<file path="config.mk">
export PLATFORM = sky130hd
export DESIGN_NAME = arb_mux_top
export DESIGN_NICKNAME = d
export VERILOG_FILES = /design/src/arb_types_pkg.sv /design/src/arb_payload_pkg.sv /design/src/grant_if.sv /design/src/variable_arb_chain.sv /design/src/round_robin_arb.sv /design/src/payload_mux.sv /design/src/arb_mux_top.sv
export VERILOG_INCLUDE_DIRS = /design/src
export SDC_FILE = /design/constraint.sdc
export NUM_CORES = 1
export LEC_CHECK = 0
export ABC_AREA = 1
export BUFFER_PORTS_ARGS = -buffer_cell sky130_fd_sc_hd__clkbuf_2
export CAP_MARGIN = 20
export CORE_ASPECT_RATIO = 1.2
export CORE_MARGIN = 1
export CORE_UTILIZATION = 39
export DETAILED_ROUTE_END_ITERATION = 10
export PLACE_DENSITY = 0.8
export SYNTH_ARGS = -nofsm -noshare
export SYNTH_HDL_FRONTEND = slang
export SYNTH_SLANG_ARGS = --single-unit
</file>
<file path="constraint.sdc">
create_clock -name clock -period 3.05 [get_ports clock]
set_clock_uncertainty 0.05 [all_clocks]
set_input_delay 0.4575 -clock clock [delete_from_list [all_inputs] [get_ports clock]]
set_output_delay 0.4575 -clock clock [all_outputs]
set_load 0.01 [all_outputs]
</file>
<file path="src/arb_mux_settings.svh">
// build-time settings for the arbitrated request concentrator
// requester count and payload field widths
`ifndef ARB_MUX_SETTINGS_SVH
`define ARB_MUX_SETTINGS_SVH

// number of requesters on the concentrator, at least 2
`define ARB_NUM_REQS 4

// payload field widths
`define ARB_ADDR_W 12
`define ARB_DATA_W 16

`endif

</file>
<file path="src/arb_types_pkg.sv">
// arbitration types shared by the arbiter, the grant bus and the mux
// request/grant/priority vector and binary port number
`include "arb_mux_settings.svh"

package arb_types_pkg;

  // requester count, taken once from the settings header
  localparam int arb_num_reqs = `ARB_NUM_REQS;

  // width of a binary requester index
  localparam int arb_id_w = $clog2(`ARB_NUM_REQS);

  // --------------------------------------------------
  // one bit per requester
  // used for requests, one-hot grants and one-hot priority
  typedef logic [arb_num_reqs-1:0] req_vec_t;

  // binary requester number
  typedef logic [arb_id_w-1:0] port_id_t;

endpackage

</file>
<file path="src/arb_payload_pkg.sv">
// payload types carried from requesters to the concentrator output
// opcode enum and the request struct
`include "arb_mux_settings.svh"

package arb_payload_pkg;

  // --------------------------------------------------
  // request opcode, 2 bits
  typedef enum logic [1:0] {
    RD  = 2'b00,
    WR  = 2'b01,
    NOP = 2'b10
  } opcode_t;

  // --------------------------------------------------
  // one request as held by a requester
  // opcode sits in the top bits of the packed word
  typedef struct packed {
    opcode_t                 opcode;
    logic [`ARB_ADDR_W-1:0]  addr;
    logic [`ARB_DATA_W-1:0]  data;
  } req_payload_t;

endpackage

</file>
<file path="src/grant_if.sv">
// grant bus between the round-robin arbiter and the payload mux
// request levels, one-hot grant, grant valid and binary grant index
interface grant_if;
  import arb_types_pkg::*;

  // request levels, driven by the top level
  req_vec_t reqs;
  // one-hot or zero, combinational in the request cycle
  req_vec_t grants;
  // or of grants
  logic     grant_valid;
  // binary index of the granted requester
  port_id_t grant_id;

  // arbiter side produces the grant
  modport arb (
    input  reqs,
    output grants,
    output grant_valid,
    output grant_id
  );

  // mux side only observes
  modport mux (
    input reqs,
    input grants,
    input grant_valid,
    input grant_id
  );

endinterface

</file>
<file path="src/variable_arb_chain.sv">
// variable-priority arbiter built from a doubled kill chain
// grants the first request at or after a one-hot priority position
module variable_arb_chain (
  input  logic                    kin,
  input  arb_types_pkg::req_vec_t priority_oh,
  input  arb_types_pkg::req_vec_t reqs,
  output arb_types_pkg::req_vec_t grants,
  output logic                    kout
);
  import arb_types_pkg::*;

  // a circular chain would be a combinational loop, so the chain is
  // laid out twice and the wrap-around happens in the second copy
  logic [2*arb_num_reqs:0]   kills;
  logic [2*arb_num_reqs-1:0] prio_2x;
  logic [2*arb_num_reqs-1:0] reqs_2x;
  logic [2*arb_num_reqs-1:0] grants_2x;

  // everything below the priority position starts out killed
  assign kills[0] = 1'b1;

  // priority marker only in the lower copy
  assign prio_2x = {{arb_num_reqs{1'b0}}, priority_oh};
  assign reqs_2x = {reqs, reqs};

  // --------------------------------------------------
  // per-position grant and kill
  for (genvar i = 0; i < 2*arb_num_reqs; i++) begin : g_stage
    // the priority position ignores the kill from below
    assign grants_2x[i] = prio_2x[i] ? reqs_2x[i] : (!kills[i] && reqs_2x[i]);

    // kill passes on once killed or once this position has won
    assign kills[i+1] = prio_2x[i] ? grants_2x[i] : (kills[i] || grants_2x[i]);
  end

  // --------------------------------------------------
  // fold both copies back onto the requesters
  // only one copy can grant, so the or stays one-hot
  // kin blocks every grant, kin is applied last so the chain
  // resolves without waiting on it
  assign grants = (grants_2x[arb_num_reqs-1:0] | grants_2x[2*arb_num_reqs-1:arb_num_reqs])
                  & {arb_num_reqs{~kin}};

  // a grant was taken somewhere, or the whole chain was killed
  assign kout = kills[2*arb_num_reqs] || kin;

endmodule

</file>
<file path="src/round_robin_arb.sv">
// round-robin arbiter over the doubled kill chain
// one-hot priority register, rotation on grant, grant index encoder
module round_robin_arb (
  input  logic clock,
  input  logic rstn,
  input  logic hold,
  grant_if.arb gnt
);
  import arb_types_pkg::*;

  // one-hot, marks the requester with highest priority
  req_vec_t priority_oh;
  req_vec_t priority_next;
  port_id_t id_enc;

  // --------------------------------------------------
  // arbitration
  // hold kills the chain so no grant leaves while it is high
  variable_arb_chain u_chain (
    .kin         (hold),
    .priority_oh (priority_oh),
    .reqs        (gnt.reqs),
    .grants      (gnt.grants),
    .kout        ()
  );

  assign gnt.grant_valid = |gnt.grants;

  // --------------------------------------------------
  // priority update
  // winner drops to lowest priority: the slot above it becomes highest
  assign priority_next = {gnt.grants[arb_num_reqs-2:0], gnt.grants[arb_num_reqs-1]};

  // no grant (idle or hold) leaves the priority where it is
  always_ff @(posedge clock or negedge rstn) begin
    if (!rstn) begin
      // requester 0 first after reset
      priority_oh <= req_vec_t'(1);
    end else if (gnt.grant_valid) begin
      priority_oh <= priority_next;
    end
  end

  // --------------------------------------------------
  // one-hot to binary
  // grant is one-hot, so or-ing the indices of set bits is exact
  always_comb begin
    id_enc = '0;
    for (int i = 0; i < arb_num_reqs; i++) begin
      if (gnt.grants[i]) begin
        id_enc = id_enc | port_id_t'(i);
      end
    end
  end

  assign gnt.grant_id = id_enc;

endmodule

</file>
<file path="src/payload_mux.sv">
// payload multiplexer behind the arbiter
// and-or select under the one-hot grant, output register stage
module payload_mux #(
  parameter type payload_t = logic
) (
  input  logic                    clock,
  input  logic                    rstn,
  grant_if.mux                    gnt,
  input  payload_t                payloads [arb_types_pkg::arb_num_reqs],
  output logic                    out_valid,
  output payload_t                out_payload,
  output arb_types_pkg::port_id_t out_id
);
  import arb_types_pkg::*;

  // grant bits qualified by the live request levels
  req_vec_t sel_mask;
  // selected payload before the register
  payload_t sel_payload;

  assign sel_mask = gnt.grants & gnt.reqs;

  // --------------------------------------------------
  // and-or select
  // one-hot mask means at most one term is non-zero
  always_comb begin
    sel_payload = payload_t'(0);
    for (int i = 0; i < arb_num_reqs; i++) begin
      sel_payload = payload_t'(sel_payload
                    | (payloads[i] & {$bits(payload_t){sel_mask[i]}}));
    end
  end

  // --------------------------------------------------
  // output stage, one cycle after the granting edge
  // valid follows grant_valid every cycle, so a hold or idle cycle
  // shows up as a low out_valid one cycle later
  always_ff @(posedge clock or negedge rstn) begin
    if (!rstn) begin
      out_valid <= 1'b0;
    end else begin
      out_valid <= gnt.grant_valid;
    end
  end

  // payload and port number load only on a grant
  // between grants they keep the last served item
  always_ff @(posedge clock) begin
    if (gnt.grant_valid) begin
      out_payload <= sel_payload;
      out_id      <= gnt.grant_id;
    end
  end

endmodule

</file>
<file path="src/arb_mux_top.sv">
// top level of the arbitrated request concentrator
// round-robin arbiter and payload mux joined by the grant bus
module arb_mux_top (
  input  logic                          clock,
  input  logic                          rstn,
  // high blocks all grants and freezes the priority
  input  logic                          hold,
  // request levels, one per requester
  input  arb_types_pkg::req_vec_t       reqs,
  input  arb_payload_pkg::req_payload_t req_payloads [arb_types_pkg::arb_num_reqs],
  // one-hot grant pulse, same cycle as the request
  output arb_types_pkg::req_vec_t       grants,
  // served item, one cycle after its grant
  output logic                          out_valid,
  output arb_payload_pkg::req_payload_t out_payload,
  output arb_types_pkg::port_id_t       out_id
);
  import arb_payload_pkg::*;

  // --------------------------------------------------
  // grant bus
  grant_if gnt_bus ();

  // requesters drive the bus request levels directly
  assign gnt_bus.reqs = reqs;

  // grant goes back to the requesters as a plain vector
  assign grants = gnt_bus.grants;

  // --------------------------------------------------
  // arbiter
  // hold enters the chain as its kill input
  round_robin_arb u_arb (
    .clock (clock),
    .rstn  (rstn),
    .hold  (hold),
    .gnt   (gnt_bus.arb)
  );

  // --------------------------------------------------
  // payload path
  // one instance, carrying the full request struct
  payload_mux #(
    .payload_t (req_payload_t)
  ) u_mux (
    .clock       (clock),
    .rstn        (rstn),
    .gnt         (gnt_bus.mux),
    .payloads    (req_payloads),
    .out_valid   (out_valid),
    .out_payload (out_payload),
    .out_id      (out_id)
  );

endmodule

</file>
# --- Word level (Yosys, flattened, before mapping) ---
# Cells that the tools add are included.
totals:
  word_cells: 49
  reg_bits: 37
op_classes:
  n_reduce_logical: 22
  muxes: 9
  bitwise_logic: 11
ops:
  columns: ["operator", "count"]
  rows:
  - ["bitwise AND 30 bit", 4]
  - ["OR 30 bit", 3]
  - ["two-way mux 1 bit", 9]
  - ["bitwise AND 4 bit", 2]
  - ["logical AND 1 bit", 7]
  - ["logical NOT 1 bit", 7]
  - ["logical OR 1 bit", 6]
  - ["OR 4 bit", 1]
  - ["OR reduction 4 bit", 1]
  - ["OR reduction 2 bit", 1]
  - ["NOT 1 bit", 1]

# --- Longest topological paths before layout ---
depth:
  word_depth: 35
  depth_mapped: 14
  ltp_nobuf: 13

# --- Cells and area by module ---
# Synthesis repeated with hierarchy kept, for this count alone.
hier_totals:
  hier_cells: 375
  hier_area_um2: 2650.0
modules_own_cells:
  columns: ["mod", "n_inst", "area_per_inst_um2", "cells_per_inst"]
  rows:
  - ["payload_mux", 1, 2352.3, 327]
  - ["round_robin_arb", 1, 175.2, 21]
  - ["variable_arb_chain", 1, 122.6, 27]

# --- Worst setup path before layout ---
# No wires, ideal clock.
synth_path:
  kind: "input-to-reg"
  startpoint: "in reqs[0]"
  endpoint: "reg u_mux.out_id[0], enable pin"
  setup_slack_ns: 0.472
  t_arrival_ns: 1.962
  setup_ns: 0.567
  stages: 11
  n_path_buf: 0
  path_cell_list: "inv_2 nand2_1 nand2_1 nand2_1 nand2_1 nand2_1 nand2_2 nand3_1 inv_2 a21oi_2 nand3_1"
synth_via:
  elab_chain_cells: 31
synth_lines:
  columns: ["element", "line_no", "rtl"]
  rows:
  - ["start, declared", "arb_mux_top.sv:9", "input arb_types_pkg::req_vec_t reqs,"]
  - ["two-way mux 1 bit", "variable_arb_chain.sv:30", "assign grants_2x[i] = prio_2x[i] ? reqs_2x[i] : (!kills[i] && reqs_2x[i]);"]
  - ["two-way mux 1 bit", "variable_arb_chain.sv:33", "assign kills[i+1] = prio_2x[i] ? grants_2x[i] : (kills[i] || grants_2x[i]);"]
  - ["logical NOT 1 bit", "variable_arb_chain.sv:30", null]
  - ["logical AND 1 bit", "variable_arb_chain.sv:30", null]
  - ["two-way mux 1 bit", "variable_arb_chain.sv:30", null]
  - ["logical OR 1 bit", "variable_arb_chain.sv:33", null]
  - ["two-way mux 1 bit", "variable_arb_chain.sv:33", null]
  - ["logical NOT 1 bit", "variable_arb_chain.sv:30", null]
  - ["(+16 left out)", null, null]
  - ["logical AND 1 bit", "variable_arb_chain.sv:30", null]
  - ["logical OR 1 bit", "variable_arb_chain.sv:33", null]
  - ["logical NOT 1 bit", "variable_arb_chain.sv:30", null]
  - ["logical AND 1 bit", "variable_arb_chain.sv:30", null]
  - ["OR 4 bit *", "variable_arb_chain.sv:41", "assign grants = (grants_2x[arb_num_reqs-1:0] | grants_2x[2*arb_num_reqs-1:arb_num_reqs])"]
  - ["bitwise AND 4 bit *", "variable_arb_chain.sv:42", "& {arb_num_reqs{~kin}};"]
  - ["OR reduction 4 bit *", "round_robin_arb.sv:27", "assign gnt.grant_valid = |gnt.grants;"]
  - ["named net gnt_bus.grant_valid", "grant_if.sv:11", "logic grant_valid;"]
  - ["end signal, assigned", "payload_mux.sv:51", "out_id <= gnt.grant_id;"]
  - ["end, declared", "payload_mux.sv:12", "output arb_types_pkg::port_id_t out_id"]
# Mark *: on every way through the listed nets, which the timed path passes. The rest lies on a longest branch.
# A chain may end at the register's enable or synchronous reset.

# --- Worst setup path in the final report ---
layout_path:
  startpoint: "reg u_arb.priority_oh[0]"
  endpoint: "out grants[2]"
layout_via:
  elab_chain_cells: 27
layout_lines:
  columns: ["element", "line_no", "rtl"]
  rows:
  - ["start, declared", "round_robin_arb.sv:12", "req_vec_t priority_oh;"]
  - ["start signal, assigned", "round_robin_arb.sv:38", "priority_oh <= req_vec_t'(1);"]
  - ["start signal, assigned", "round_robin_arb.sv:40", "priority_oh <= priority_next;"]
  - ["two-way mux 1 bit", "variable_arb_chain.sv:30", null]
  - ["two-way mux 1 bit *", "variable_arb_chain.sv:33", null]
  - ["logical NOT 1 bit", "variable_arb_chain.sv:30", null]
  - ["logical AND 1 bit", "variable_arb_chain.sv:30", null]
  - ["two-way mux 1 bit", "variable_arb_chain.sv:30", null]
  - ["logical OR 1 bit", "variable_arb_chain.sv:33", null]
  - ["two-way mux 1 bit *", "variable_arb_chain.sv:33", null]
  - ["logical NOT 1 bit", "variable_arb_chain.sv:30", null]
  - ["(+11 left out)", null, null]
  - ["logical OR 1 bit", "variable_arb_chain.sv:33", null]
  - ["logical NOT 1 bit", "variable_arb_chain.sv:30", null]
  - ["logical AND 1 bit", "variable_arb_chain.sv:30", null]
  - ["logical OR 1 bit", "variable_arb_chain.sv:33", null]
  - ["logical NOT 1 bit", "variable_arb_chain.sv:30", null]
  - ["logical AND 1 bit", "variable_arb_chain.sv:30", null]
  - ["OR 4 bit *", "variable_arb_chain.sv:41", null]
  - ["bitwise AND 4 bit *", "variable_arb_chain.sv:42", null]
  - ["end, declared", "arb_mux_top.sv:12", "output arb_types_pkg::req_vec_t grants,"]
# Mark *: on every way between the ends. The rest lies on a longest branch, timed or not.

==> reports/summary.log <==
[outcome] run status finished clean
[clock_tree] TritonCTS clock tree done
[yosys] number of register bits inferred by synthesis 37
[worst_setup_path] most frequent cell on the critical path sky130_fd_sc_hd__nand2_1
[worst_setup_path] Register-to-Register Path Depth 11
[floorplanning] total number of placement rows 28
[global_route] pin count of the biggest net entering global routing 22
[floorplanning] DIE WIDTH 67.7 µm
[finish] area added between synthesis and finish 46.9%
[timing] Fin. Hold Viols 0
[worst_setup_path] arrival time at the worst endpoint 2.02 ns
[global_route] antenna violations before repair 0
[clock_tree] Setup Fix Bufs, Post-CTS 0
[yosys] share of synthesized area occupied by flip-flops and latches 0.538
[timing] Max Freq 396 MHz
[timing] worst slew slack as a fraction of its limit 0.739
[hold_path] Worst Hold Depth 3
[routing] overall routed net length 5.83 mm
[clock_tree] buffer cell driving the clock tree root sky130_fd_sc_hd__clkbuf_8
[power_and_ir_drop] total leakage power 1.55 nW
[routing] number of iterations in the first detailed-routing pass 5
[timing] summed negative setup slack over all endpoints 0 ns
[finish] number of fill cells 460
[routing] average wire length per cell after detail routing 12.4 µm
[placement] Post-DP HPWL 4.61 mm
[finish] sequential standard cell area 1090 µm²
[timing] Tcrit/Tclk final 0.828
[routing] DRC viols 0
[yosys] fraction of synthesized cell area taken by the top area cell type 0.476
[worst_setup_path] critical path's slowest cell sky130_fd_sc_hd__dfstp_2
[timing] pin slew with the least headroom to its limit 0.392 ns
[worst_setup_path] crit-path cells nand2_1 > nand2_1 > nand2_1 > nand2_1 > nand2_1 > nand2_2 > nand4_1 > nand2_1 > nand2_2 > inv_2 > clkbuf_2
[floorplanning] Boundary Pins 164
[flow_run] max-cap violation count 0
[timing] total setup violations reported at the end of the flow 0
[finish] share of final-layout standard cells stronger than drive strength 1 0.455
[finish] Post-layout nets 537
[timing] count of final max-slew check failures 0
[clock_tree] CTS Buffer Depth 2
[clock_tree] source-to-sink clock delay at the later pin of the worst-skew pair 0.28 ns
[timing] RSZ-0062 raised after global routing false
[routing] first-iteration detailed-routing DRC count 85
[timing] minimum clock period after layout 2.52 ns
[worst_setup_path] Crit. End Element primary output
[floorplanning] core outline area 4970 µm²
[clock_tree] CTS Buf Count 5
[clock_tree] H-tree depth 2
[finish] final antenna diode count 0
[floorplanning] vertical die dimension 80.9 µm
[placement] Placer Congestion 0.821
[yosys] Mapped Nets 372
[yosys] synth top area cells sky130_fd_sc_hd__edfxtp_1, sky130_fd_sc_hd__nand2_1, sky130_fd_sc_hd__nand4_1, sky130_fd_sc_hd__dfrtp_1, sky130_fd_sc_hd__buf_4
[finish] Multi-input gate area 785 µm²
[yosys] mean area per synthesized cell 8.25 µm²
[placement] # port buffers 163
[finish] final core utilization 0.597
[routing] Antenna Nets Post-Route 0
[global_route] aggregate global routing overflow 0
[power_and_ir_drop] cell area power density 694 nW/µm²
[yosys] Mapped Cells 245
[power_and_ir_drop] power consumption 2.06 mW
[routing] vias post-DR 2320
[floorplanning] initial core utilization 0.406
[worst_setup_path] start-to-end type of the worst setup path reg -> out
[worst_setup_path] Critical Path Source Type flip-flop
[clock_tree] post-CTS resize count 0
[clock_tree] CTS Sinks 37
[global_route] global-route wire length before repair 8.31 mm
[floorplanning] Die Area 5470 µm²
[power_and_ir_drop] highest ir drop seen on vdd 0.490 mV
[hold_path] type of the tightest min-delay check in -> reg
[worst_setup_path] CP max stage delay 0.56 ns
[yosys] post-synthesis cell area 2020 µm²
[global_route] via count of the first global-routing pass 1935
[routing] via density per instance 4.93
[worst_setup_path] largest driver fanout on the critical path 17
[yosys] YS warnings 0
[clock_tree] hold buffer count at CTS 1
[yosys] distinct cell type count of the synthesized netlist 14
[global_route] Total Routing Usage GR 0.206
[clock_tree] Reg clk slew, reported paths 0.07 ns
[yosys] Yosys top cell by area sky130_fd_sc_hd__edfxtp_1
[worst_setup_path] required time worst endpoint 2.54 ns
-- state kept, by name (all words and copies together) (netlist names) --
signal	count
u_arb.priority_oh	4
u_mux.out_payload	30
u_mux.out_id	2
u_mux.out_valid	1
-- through the flow --
step                hold slack (ns)  std cells  setup slack, ns  area, µm²
floorplan                     0.112        245            0.472       2020
global placement              0.230        462            0.837       2870
detailed placement            0.230        462            0.748       2870
CTS                           0.396        471            0.507       2970
global route                  0.401        471            0.357       2970
finish                        0.404        471            0.526       2970
-- metal layers --
layer | part of all wire | vias to the layer above | global-route usage
met5 | 0 | - | 0
met4 | 0.019 | 0 | 0.0809
met3 | 0.088 | 14 | 0.0435
met2 | 0.51 | 128 | 0.379
met1 | 0.38 | 1033 | 0.224
li1 | - | 1145 | -
-- critical path: cells and delay by family (launching register included) --
kind	cells	cell delay [ns]
flops	1	0.56
buf+inv	2	0.48
simple gates	9	0.70
-- synth_stat cells --
cell type / count
sky130_fd_sc_hd__nand3_1: 3
sky130_fd_sc_hd__edfxtp_1: 32
sky130_fd_sc_hd__dfrtp_1: 4
sky130_fd_sc_hd__nand2_2: 3
sky130_fd_sc_hd__nand2_1: 135
sky130_fd_sc_hd__buf_6: 3
sky130_fd_sc_hd__buf_2: 3
sky130_fd_sc_hd__buf_4: 6
sky130_fd_sc_hd__nor2_1: 3
sky130_fd_sc_hd__inv_1: 11
sky130_fd_sc_hd__dfstp_2: 1
sky130_fd_sc_hd__a21oi_2: 1
sky130_fd_sc_hd__nand4_1: 35
sky130_fd_sc_hd__inv_2: 5
-- power breakdown --
part | total [mW] | leakage [nW] | internal [mW] | switching [mW]
combinational | 0.824 | 1.12 | 0.306 | 0.519
clock | 0.340 | 0.0486 | 0.179 | 0.161
sequential | 0.898 | 0.377 | 0.831 | 0.0669
-- logic make-up (layout without fill, tap and decap cells) --
| group | Yosys count | after routing | synth area share |
|---|---|---|---|
| AOI/OAI and AO/OA | 1 | 1 | 0.00434 |
| and+or+nand+nor | 179 | 179 | 0.381 |
| buffers and inverters | 28 | 194 | 0.0762 |
| DFF | 37 | 37 | 0.538 |
-- final timing paths --
kind / from / endpoint / slack (ns)
min: req_payloads[40] / u_mux.out_payload[10] / 0.40
min in group asynchronous: rstn / u_mux.out_valid / 0.47
max reg2reg: u_arb.priority_oh[0] / u_mux.out_payload[2] / 0.87
max in group asynchronous: rstn / u_arb.priority_oh[0] / 2.27
min reg2reg: u_arb.priority_oh[0] / u_arb.priority_oh[0] / 0.47
max: u_arb.priority_oh[0] / grants[2] / 0.53
-- cell usage in the layout (no fill, tap or decap) --
master | Yosys | routed
sky130_fd_sc_hd__nand3_1 | 3 | 2
sky130_fd_sc_hd__clkbuf_2 | 0 | 163
sky130_fd_sc_hd__clkbuf_8 | 0 | 6
sky130_fd_sc_hd__nor2_1 | 3 | 3
sky130_fd_sc_hd__clkinv_2 | 0 | 1
sky130_fd_sc_hd__dfrtp_1 | 4 | 4
sky130_fd_sc_hd__inv_2 | 5 | 5
sky130_fd_sc_hd__dlygate4sd3_1 | 0 | 1
sky130_fd_sc_hd__buf_4 | 6 | 6
sky130_fd_sc_hd__nand4_1 | 35 | 35
sky130_fd_sc_hd__edfxtp_1 | 32 | 32
sky130_fd_sc_hd__a21oi_2 | 1 | 1
sky130_fd_sc_hd__nand2_1 | 135 | 135
sky130_fd_sc_hd__dfstp_2 | 1 | 1
sky130_fd_sc_hd__inv_1 | 11 | 11
sky130_fd_sc_hd__nand2_2 | 3 | 3
sky130_fd_sc_hd__nand3_2 | 0 | 1
sky130_fd_sc_hd__clkinv_1 | 0 | 1
-- final cells by class --
class                   count  share of cell area
clock buffers               6              0.0278
clock inverters             2             0.00295
inverters                  16              0.0202
multi-input cells         180               0.264
flip-flops and latches     37               0.366
well taps                  60              0.0253
repair buffers            170               0.293
(Power assumes the default switching activity.)
